File: config.mk
export PLATFORM = sky130hd
export DESIGN_NAME = mult_top
export DESIGN_NICKNAME = d
export VERILOG_FILES = /design/src/hdl/mac_pkg.sv /design/src/hdl/short_ctrl_if.sv /design/src/hdl/short_mul_if.sv /design/src/hdl/int_mac_result.sv /design/src/hdl/mulh_sequencer.sv /design/src/hdl/mult_top.sv /design/src/hdl/short_mac_datapath.sv /design/src/hdl/short_mul_cache.sv
export SDC_FILE = /design/constraint.sdc
export NUM_CORES = 2
export LEC_CHECK = 0
export ABC_CLOCK_PERIOD_IN_PS = 15750
export BUFFER_PORTS_ARGS = -buffer_cell sky130_fd_sc_hd__buf_4
export CAP_MARGIN = 20
export CORE_MARGIN = 2
export CORE_UTILIZATION = 60
export CTS_CLUSTER_DIAMETER = 200
export DETAILED_ROUTE_END_ITERATION = 7
export PLACE_DENSITY = 0.8
export SLEW_MARGIN = 20
export SYNTH_ARGS = -nofsm -noshare
export SYNTH_HDL_FRONTEND = slang
export SYNTH_SLANG_ARGS = --single-unit
File: constraint.sdc
create_clock -name clk -period 15.75 [get_ports clk]
set_input_delay 2.3625 -clock clk [delete_from_list [all_inputs] [get_ports clk]]
set_output_delay 2.3625 -clock clk [all_outputs]
set_load 0.1 [all_outputs]
File: src/hdl/mac_pkg.sv
/*
  multiply-accumulate unit shared definitions
  datapath widths, product cache geometry, opcode and mulh state encodings
*/
package mac_pkg;

  //////////////////////////////////////////////////
  // widths
  //////////////////////////////////////////////////

  // operand and result word
  localparam int WORD_W = 32;
  // subword half of a word
  localparam int HALF_W = 16;
  // subword plus one sign extension bit
  localparam int SHORT_OP_W = HALF_W + 1;
  // full 17x17 product, also the short accumulate width
  localparam int SHORT_PROD_W = 2 * SHORT_OP_W;
  // shift amount
  localparam int IMM_W = 5;

  // right shift after mulh steps 0 and 2
  localparam logic [IMM_W-1:0] MULH_STEP_SHIFT = IMM_W'(16);

  //////////////////////////////////////////////////
  // product cache
  //////////////////////////////////////////////////

  localparam int CACHE_SIZE  = 8;
  localparam int CACHE_IDX_W = 3;

  //////////////////////////////////////////////////
  // encodings
  //////////////////////////////////////////////////

  typedef enum logic [2:0] {
    MUL_MAC32 = 3'd0,
    MUL_MSU32 = 3'd1,
    MUL_I     = 3'd2,
    MUL_IR    = 3'd3,
    MUL_H     = 3'd4
  } mul_opcode_e;

  // mulh walks idle -> step0 -> step1 -> step2 -> finish
  typedef enum logic [2:0] {
    MULH_IDLE   = 3'd0,
    MULH_STEP0  = 3'd1,
    MULH_STEP1  = 3'd2,
    MULH_STEP2  = 3'd3,
    MULH_FINISH = 3'd4
  } mulh_state_e;

endpackage

File: src/hdl/short_ctrl_if.sv
/*
  mulh step controls
  sequencer overrides for the short multiply datapath
*/
`timescale 1ns/1ps

interface short_ctrl_if;
  import mac_pkg::*;

  // high from step0 through finish
  logic             active;
  // step0 accumulates onto zero
  logic             first_step;
  // bit 1 selects upper half of b, bit 0 upper half of a
  logic [1:0]       subword;
  // bit 1 b signed, bit 0 a signed
  logic [1:0]       signed_sel;
  logic [IMM_W-1:0] shift_imm;
  logic             shift_arith;
  // carry bit bookkeeping
  logic             save_carry;
  logic             clear_carry;

  modport sequencer (
    output active, first_step, subword, signed_sel,
    output shift_imm, shift_arith, save_carry, clear_carry
  );

  modport datapath (
    input active, first_step, subword, signed_sel,
    input shift_imm, shift_arith, save_carry, clear_carry
  );

endinterface

File: src/hdl/short_mul_if.sv
/*
  short multiplier link
  operands and fill permission out, product back from the cache
*/
`timescale 1ns/1ps

interface short_mul_if;
  import mac_pkg::*;

  // sign-extended subword operands
  logic [SHORT_OP_W-1:0]   op_a;
  logic [SHORT_OP_W-1:0]   op_b;
  // cache may store a missed product
  logic                    fill;
  logic [SHORT_PROD_W-1:0] product;

  modport datapath (
    output op_a, op_b, fill,
    input  product
  );

  modport cache (
    input  op_a, op_b, fill,
    output product
  );

endinterface

File: src/hdl/int_mac_result.sv
/*
  integer MAC and result select
  32-bit multiply-accumulate or multiply-subtract and final output mux
*/
`timescale 1ns/1ps

module int_mac_result (
  input  mac_pkg::mul_opcode_e       operator_i,
  input  logic [mac_pkg::WORD_W-1:0] op_a_i,
  input  logic [mac_pkg::WORD_W-1:0] op_b_i,
  input  logic [mac_pkg::WORD_W-1:0] op_c_i,
  input  logic [mac_pkg::WORD_W-1:0] short_result_i,
  output logic [mac_pkg::WORD_W-1:0] result_o
);
  import mac_pkg::*;

  logic              is_msu;
  logic [WORD_W-1:0] a_msu;
  logic [WORD_W-1:0] b_corr;
  logic [WORD_W-1:0] int_result;

  //////////////////////////////////////////////////
  // 32x32 mac
  //////////////////////////////////////////////////

  assign is_msu = (operator_i == MUL_MSU32);

  // -a*b == ~a*b + b, so one multiplier covers both
  assign a_msu  = op_a_i ^ {WORD_W{is_msu}};
  assign b_corr = op_b_i & {WORD_W{is_msu}};

  // low word only, wraps mod 2^32
  assign int_result = op_c_i + b_corr + a_msu * op_b_i;

  //////////////////////////////////////////////////
  // result mux
  //////////////////////////////////////////////////

  always_comb begin
    case (operator_i)
      MUL_MAC32, MUL_MSU32: begin
        result_o = int_result;
      end
      default: begin
        // mul_i, mul_ir and mul_h all come from the short path
        result_o = short_result_i;
      end
    endcase
  end

endmodule

File: src/hdl/mulh_sequencer.sv
/*
  mulh sequencer
  splits a 32x32 high multiply into four 16x16 steps on the short datapath
  and drives the ready and multicycle flags
*/
`timescale 1ns/1ps

module mulh_sequencer (
  input  logic                 clk,
  input  logic                 rst_n,
  input  logic                 enable_i,
  input  mac_pkg::mul_opcode_e operator_i,
  input  logic [1:0]           short_signed_i,
  input  logic                 ex_ready_i,
  short_ctrl_if.sequencer      ctrl,
  output logic                 ready_o,
  output logic                 multicycle_o
);
  import mac_pkg::*;

  mulh_state_e state_q;
  mulh_state_e state_d;
  logic        start;

  // a mulh is accepted only out of idle
  assign start = enable_i && (operator_i == MUL_H);

  //////////////////////////////////////////////////
  // step decode
  //////////////////////////////////////////////////

  always_comb begin
    state_d          = state_q;
    ctrl.active      = 1'b1;
    ctrl.first_step  = 1'b0;
    ctrl.subword     = 2'b00;
    ctrl.signed_sel  = 2'b00;
    ctrl.shift_imm   = '0;
    ctrl.shift_arith = 1'b0;
    ctrl.save_carry  = 1'b0;
    ctrl.clear_carry = 1'b0;
    ready_o          = 1'b0;
    multicycle_o     = 1'b0;

    case (state_q)
      MULH_IDLE: begin
        // single-cycle ops pass straight through
        ctrl.active = 1'b0;
        ready_o     = !start;
        if (start) begin
          state_d = MULH_STEP0;
        end
      end
      MULH_STEP0: begin
        // al*bl, always unsigned and never carries
        multicycle_o    = 1'b1;
        ctrl.first_step = 1'b1;
        ctrl.shift_imm  = MULH_STEP_SHIFT;
        state_d         = MULH_STEP1;
      end
      MULH_STEP1: begin
        // al*bh, signed only if b is, 33 bit sum so keep the carry
        multicycle_o     = 1'b1;
        ctrl.subword     = 2'b10;
        ctrl.signed_sel  = {short_signed_i[1], 1'b0};
        ctrl.shift_arith = 1'b1;
        ctrl.save_carry  = 1'b1;
        state_d          = MULH_STEP2;
      end
      MULH_STEP2: begin
        // ah*bl, signed only if a is
        // top bits get shifted back down, carry no longer needed
        multicycle_o     = 1'b1;
        ctrl.subword     = 2'b01;
        ctrl.signed_sel  = {1'b0, short_signed_i[0]};
        ctrl.shift_imm   = MULH_STEP_SHIFT;
        ctrl.shift_arith = 1'b1;
        ctrl.save_carry  = 1'b1;
        ctrl.clear_carry = 1'b1;
        state_d          = MULH_FINISH;
      end
      MULH_FINISH: begin
        // ah*bh plus partial sum is the answer, hold until ex stage takes it
        ctrl.subword    = 2'b11;
        ctrl.signed_sel = short_signed_i;
        ready_o         = 1'b1;
        if (ex_ready_i) begin
          state_d = MULH_IDLE;
        end
      end
      default: begin
        state_d = MULH_IDLE;
      end
    endcase
  end

  always_ff @(posedge clk or negedge rst_n) begin
    if (!rst_n) begin
      state_q <= MULH_IDLE;
    end else begin
      state_q <= state_d;
    end
  end

endmodule

File: src/hdl/mult_top.sv
/*
  multiply-accumulate unit top
  ties the mulh sequencer, short datapath, product cache and integer MAC
*/
`timescale 1ns/1ps

module mult_top (
  input  logic                       clk,
  input  logic                       rst_n,
  input  logic                       enable_i,
  input  logic [2:0]                 operator_i,
  input  logic                       short_subword_i,
  input  logic [1:0]                 short_signed_i,
  input  logic [mac_pkg::WORD_W-1:0] op_a_i,
  input  logic [mac_pkg::WORD_W-1:0] op_b_i,
  input  logic [mac_pkg::WORD_W-1:0] op_c_i,
  input  logic [mac_pkg::IMM_W-1:0]  imm_i,
  input  logic                       ex_ready_i,
  output logic [mac_pkg::WORD_W-1:0] result_o,
  output logic                       ready_o,
  output logic                       multicycle_o
);
  import mac_pkg::*;

  mul_opcode_e       operator;
  logic [WORD_W-1:0] short_result;

  // raw opcode bits onto the enum
  assign operator = mul_opcode_e'(operator_i);

  short_ctrl_if ctrl_if ();
  short_mul_if  mul_if ();

  //////////////////////////////////////////////////
  // control
  //////////////////////////////////////////////////

  mulh_sequencer u_mulh_sequencer (
    .clk            (clk),
    .rst_n          (rst_n),
    .enable_i       (enable_i),
    .operator_i     (operator),
    .short_signed_i (short_signed_i),
    .ex_ready_i     (ex_ready_i),
    .ctrl           (ctrl_if.sequencer),
    .ready_o        (ready_o),
    .multicycle_o   (multicycle_o)
  );

  //////////////////////////////////////////////////
  // datapath
  //////////////////////////////////////////////////

  short_mac_datapath u_short_mac_datapath (
    .clk             (clk),
    .rst_n           (rst_n),
    .operator_i      (operator),
    .op_a_i          (op_a_i),
    .op_b_i          (op_b_i),
    .op_c_i          (op_c_i),
    .imm_i           (imm_i),
    .short_subword_i (short_subword_i),
    .short_signed_i  (short_signed_i),
    .enable_i        (enable_i),
    .ex_ready_i      (ex_ready_i),
    .ctrl            (ctrl_if.datapath),
    .mul             (mul_if.datapath),
    .short_result_o  (short_result)
  );

  // single short multiplier, shared by mul_i/mul_ir and mulh steps
  short_mul_cache u_short_mul_cache (
    .clk   (clk),
    .rst_n (rst_n),
    .mul   (mul_if.cache)
  );

  int_mac_result u_int_mac_result (
    .operator_i     (operator),
    .op_a_i         (op_a_i),
    .op_b_i         (op_b_i),
    .op_c_i         (op_c_i),
    .short_result_i (short_result),
    .result_o       (result_o)
  );

endmodule

File: src/hdl/short_mac_datapath.sv
/*
  short multiply-accumulate datapath
  subword select, accumulate with rounding, right shift, and the mulh
  partial sum and carry registers
*/
`timescale 1ns/1ps

module short_mac_datapath (
  input  logic                        clk,
  input  logic                        rst_n,
  input  mac_pkg::mul_opcode_e        operator_i,
  input  logic [mac_pkg::WORD_W-1:0]  op_a_i,
  input  logic [mac_pkg::WORD_W-1:0]  op_b_i,
  input  logic [mac_pkg::WORD_W-1:0]  op_c_i,
  input  logic [mac_pkg::IMM_W-1:0]   imm_i,
  input  logic                        short_subword_i,
  input  logic [1:0]                  short_signed_i,
  input  logic                        enable_i,
  input  logic                        ex_ready_i,
  short_ctrl_if.datapath              ctrl,
  short_mul_if.datapath               mul,
  output logic [mac_pkg::WORD_W-1:0]  short_result_o
);
  import mac_pkg::*;

  logic [1:0]                     subword;
  logic [1:0]                     signed_sel;
  logic [IMM_W-1:0]               shift_amt;
  logic                           shift_arith;
  logic [HALF_W-1:0]              half_a;
  logic [HALF_W-1:0]              half_b;
  logic [WORD_W-1:0]              round_one;
  logic [WORD_W-1:0]              round;
  logic [SHORT_PROD_W-1:0]        acc;
  logic [SHORT_PROD_W-1:0]        mac;
  logic                           msb1;
  logic                           msb0;
  logic signed [SHORT_PROD_W-1:0] shift_in;
  logic [SHORT_PROD_W-1:0]        shift_out;
  logic [WORD_W-1:0]              psum_q;
  logic                           carry_q;
  logic                           psum_load;

  //////////////////////////////////////////////////
  // operand select
  //////////////////////////////////////////////////

  // sequencer takes over the controls during mulh
  assign subword     = ctrl.active ? ctrl.subword : {2{short_subword_i}};
  assign signed_sel  = ctrl.active ? ctrl.signed_sel : short_signed_i;
  assign shift_amt   = ctrl.active ? ctrl.shift_imm : imm_i;
  assign shift_arith = ctrl.active ? ctrl.shift_arith : short_signed_i[0];

  assign half_a = subword[0] ? op_a_i[WORD_W-1:HALF_W] : op_a_i[HALF_W-1:0];
  assign half_b = subword[1] ? op_b_i[WORD_W-1:HALF_W] : op_b_i[HALF_W-1:0];

  // extra top bit is the sign only when that operand is signed
  assign mul.op_a = {signed_sel[0] & half_a[HALF_W-1], half_a};
  assign mul.op_b = {signed_sel[1] & half_b[HALF_W-1], half_b};

  // let the cache learn from short ops only
  assign mul.fill = enable_i && (operator_i inside {MUL_I, MUL_IR, MUL_H});

  //////////////////////////////////////////////////
  // accumulate, round, shift
  //////////////////////////////////////////////////

  // half an lsb at the shift position, 0 for imm of 0
  assign round_one = {{(WORD_W-1){1'b0}}, 1'b1} << imm_i;
  assign round     = (operator_i == MUL_IR) ? {1'b0, round_one[WORD_W-1:1]} : '0;

  always_comb begin
    if (!ctrl.active) begin
      acc = {{2{op_c_i[WORD_W-1]}}, op_c_i};
    end else if (ctrl.first_step) begin
      acc = '0;
    end else begin
      // saved carry acts as the sign of the partial sum
      acc = {carry_q, carry_q, psum_q};
    end
  end

  assign mac = acc + mul.product + {2'b00, round};

  // mulh keeps the two guard bits, normal ops shift a 32 bit value
  assign msb1 = ctrl.active ? mac[SHORT_PROD_W-1] : mac[WORD_W-1];
  assign msb0 = ctrl.active ? mac[WORD_W] : mac[WORD_W-1];

  assign shift_in  = {shift_arith & msb1, shift_arith & msb0, mac[WORD_W-1:0]};
  assign shift_out = shift_in >>> shift_amt;

  assign short_result_o = shift_out[WORD_W-1:0];

  //////////////////////////////////////////////////
  // mulh state
  //////////////////////////////////////////////////

  // steps 0 to 2 feed the next one, finish must not disturb it
  assign psum_load = ctrl.first_step | ctrl.save_carry;

  always_ff @(posedge clk) begin
    if (psum_load) begin
      psum_q <= short_result_o;
    end
  end

  always_ff @(posedge clk or negedge rst_n) begin
    if (!rst_n) begin
      carry_q <= 1'b0;
    end else if (ctrl.save_carry) begin
      carry_q <= !ctrl.clear_carry & mac[WORD_W];
    end else if (ex_ready_i) begin
      // next instruction starts clean
      carry_q <= 1'b0;
    end
  end

endmodule

File: src/hdl/short_mul_cache.sv
/*
  short multiplier with product cache
  17x17 signed multiply behind a small direct-mapped cache of past products
*/
`timescale 1ns/1ps

module short_mul_cache (
  input  logic       clk,
  input  logic       rst_n,
  short_mul_if.cache mul
);
  import mac_pkg::*;

  // cache storage, tags are the full operands
  logic [SHORT_OP_W-1:0]   tag_a_q   [CACHE_SIZE];
  logic [SHORT_OP_W-1:0]   tag_b_q   [CACHE_SIZE];
  logic [SHORT_PROD_W-1:0] product_q [CACHE_SIZE];
  logic [CACHE_SIZE-1:0]   valid_q;

  logic [CACHE_IDX_W-1:0]  idx;
  logic                    hit;
  logic                    write;
  logic [SHORT_PROD_W-1:0] computed;

  //////////////////////////////////////////////////
  // lookup
  //////////////////////////////////////////////////

  // cheap hash of the operand low bits
  assign idx = mul.op_a[CACHE_IDX_W-1:0] ^ mul.op_b[CACHE_IDX_W-1:0];

  assign hit = valid_q[idx]
            && (tag_a_q[idx] == mul.op_a)
            && (tag_b_q[idx] == mul.op_b);

  // both operands already sign-extended by the datapath
  assign computed = $signed(mul.op_a) * $signed(mul.op_b);

  // same value either way, only the source differs
  assign mul.product = hit ? product_q[idx] : computed;

  //////////////////////////////////////////////////
  // fill
  //////////////////////////////////////////////////

  // replace whatever sits at the index on a miss
  assign write = mul.fill && !hit;

  always_ff @(posedge clk) begin
    if (write) begin
      tag_a_q[idx]   <= mul.op_a;
      tag_b_q[idx]   <= mul.op_b;
      product_q[idx] <= computed;
    end
  end

  // all entries start out invalid
  always_ff @(posedge clk or negedge rst_n) begin
    if (!rst_n) begin
      valid_q <= '0;
    end else if (write) begin
      valid_q[idx] <= 1'b1;
    end
  end

endmodule

==> results.md <==
* Root Driver: clkbuf_16
* DRT Pass-1 Iters at 6
* Critical Path End Type: output pin
* Slowest stage delay, CP at 0.60 ns
* Top layer in use: met5
* Yosys top cell by area: edfxtp_1
* Slew margin rel. at 22.78%
* Syn Area/Cell at 10.27 µm²
* Row cnt at 114
* Share of cells above drive strength 1 at 11.03%
* Startpoint types: input port
* Die area at 99,280 µm²
* DP HPWL at 136.5 mm
* Sequential element share of the synthesized area at 30.31%
* Total congestion overflow at 0
* Synth Area in Compound Gates at 10.37%
* Final max-slew violation count at 0
* Cells after Synth at 5,656
* First-pass GRT wire length at 276.8 mm
* Clk_lat worst skew at 0.64 ns
* Metal-1 WL at 65.68 mm
* Initial Util at 60.31%
* CTS tree: yes
* Die Width at 315.1 µm
* H-tree depth at 2
* Clk buf depth at 3
* Area Growth Syn to Fin at 9.802%
* Drt initial violations at 5,900
* EDFF count, synth at 576
* Synth Flop Type: edfxtp_1
* Post-synth ARST share at 2.041%
* Main combinational cell family by area after synthesis: adder cells
* Top cell by count, worst path: fa_1
* Die Y at 315.1 µm
* Ranking of synthesized cells by area: edfxtp_1 30%, fa_1 27%, inv_1 6.4%
* Worst Tran Pin Value at 1.153 ns
* Synthesized cell area at 58,070 µm²
* CTS buffer count at 56
* Final GP Congestion at 1.012
* Status: completed
* Hold-fix buffers at CTS at 0
* Place WS at -0.3091 ns
* Top cell type's share of synthesized area at 29.79%
* Tmin final at 15.42 ns
* Crit path max fanout at 26
* Routed WL at 183.5 mm
* Largest net degree at the start of global routing at 62
* DR WL met3 at 24.76 mm
* Synth Register Bits at 588
* Port buffer count at 144
* Core Box Area at 96,280 µm²
* DR WL/cell at 25.85 µm
* Post-synthesis mux area share at 3.303%
* Critical path class: in2out
* Final Hold Fails at 0
* CTS Sinks at 588
* Gr usage total at 37.43%
* Final worst slack at 0.3315 ns
* Routed Antenna Nets at 0
* Highest clock rate at 0.06486 GHz
* Initial antenna violation count at 26
* Routed via count at 44,700
* Count leader, synth: inv_1
* Post-Synth Adder-Cell Area at 32.90%
* Critical-path top delay cell: fa_1
* Post-Synth Simple-Gate Area at 11.21%
* Post-Route Skew at 0.03590 ns
* Vias/cell at 6.298
* Worst hold path type: reg2reg
* DRC errors left at 0
* Post-Synth XOR/XNOR Area at 3.312%
* Crit path arrival time at 13.06 ns
* Number of setup violations in the final report at 0
* Ports at 145
* Commonest cells in the netlist: 986 x inv_1, 795 x fa_1, 767 x nand2_1
* Setup tns final at 0 ns
* Yosys warns at 0
* Clock transition at path regs at 0.06 ns
* # Max-Cap Violations at 0
* Layout Nets at 6,917
* Cell variety after synth at 94
* Met2 routed WL at 80.96 mm
* Vias in the first global route at 45,810
* # fillers at 7,279
* Syn nets at 6,817
* Fin crit share at 97.90%
* Worst EP required at 13.39 ns
## sequential cells by signal, summed over array words and instances, names as in the netlist
register and count:
u_short_mac_datapath.psum_q 32, u_short_mul_cache.valid_q 8, u_short_mac_datapath.carry_q 1, u_short_mul_cache.tag_a_q 136, u_short_mul_cache.tag_b_q 136, u_short_mul_cache.product_q 272
u_mulh_sequencer.state_q 3
## critical path: cells and delay by family
kind	cells	cell delay (ns)
buf+inv	11	1.55
compound gates	16	3.55
mux	1	0.34
xor+xnor	1	0.13
fa+ha+maj	9	4.20
simple gates	5	0.90
## routing by layer
metal | global-route usage (%) | vias to the layer above
li1 | - | 18810
met1 | 49.51 | 22090
met2 | 55.88 | 3090
met3 | 10.76 | 702
met4 | 20.71 | 16
met5 | 0 | -
## cell usage in the layout, fill, tap and decap left out, drive strengths merged, types with 52 or more instances in the layout
cell    netlist  routed
nand2       768     768
xnor2       174     174
inv         999     999
ha          255     255
buf          59     348
fa          795     795
edfxtp      576     576
mux2i        96      96
o22ai        52      52
clkbuf      247      70
nor2        302     302
and2        114     114
a21oi       136     136
o21ai       152     152
a22oi        80      80
o221ai       70      70
## stage by stage
stage / instances / cell area (µm²) / hold WS, ns / util [%]
after global routing: 7097 / 63750 / 0.4737 / 66.22
after detailed placement: 6955 / 61260 / 0.4529 / 63.63
final: 7098 / 63760 / 0.4625 / 66.22
after CTS: 7062 / 63250 / 0.4693 / 65.70
after global placement: 6955 / 61250 / 0.4444 / 63.62
after floorplan: 5656 / 58070 / 0.4278 / -
## cells by family (layout without fill, tap and decap cells)
logic type / Yosys count / count (layout)
simple gates: 1468 / 1468
buf+inv: 1312 / 1460
fa+ha+maj: 1050 / 1050
compound gates: 860 / 860
flops: 588 / 588
xor+xnor: 218 / 218
mux: 160 / 160
other cells: 0 / 18
## final cells by class
class / instances / area [µm²] / area share [%]
Inverter: 1006 / 3796 / 5.954
Tap cell: 1276 / 1597 / 2.504
Antenna cell: 18 / 45.04 / 0.07065
Clock inverter: 36 / 425.4 / 0.6672
Clock buffer: 70 / 1475 / 2.314
Timing Repair Buffer: 348 / 2754 / 4.319
Sequential cell: 588 / 17600 / 27.60
Multi-Input combinational cell: 3756 / 36070 / 56.57
## final timing paths
path,from,end,slack (ns),cells after the start
hold reg to reg,u_short_mul_cache.valid_q[1]$_DFFE_PN0P_,u_short_mul_cache.valid_q[1]$_DFFE_PN0P_,0.46,1
hold / removal,u_short_mul_cache.valid_q[1]$_DFFE_PN0P_,u_short_mul_cache.valid_q[1]$_DFFE_PN0P_,0.46,1
setup / recovery,short_subword_i,result_o[19],0.33,43
max in group asynchronous,rst_n,u_mulh_sequencer.state_q[1]$_DFFE_PN0P_,13.89,1
min in group asynchronous,rst_n,u_short_mul_cache.valid_q[6]$_DFFE_PN0P_,1.61,1
setup reg to reg,u_mulh_sequencer.state_q[0]$_DFFE_PN0P_,u_short_mac_datapath.psum_q[19]$_DFFE_PP_,3.69,39
## what timing repair did
| action | in CTS | in global routing |
|---|---|---|
| gates resized for setup | 19 | 66 |
| buffers inserted | 1 | 18 |
| endpoints found under the setup margin | 29 | 32 |
| pin swaps | 2 | 10 |
Power is left out: the tool's default activity adds up to more than one toggle a clock period on the data nets, which glitch-free logic cannot reach.
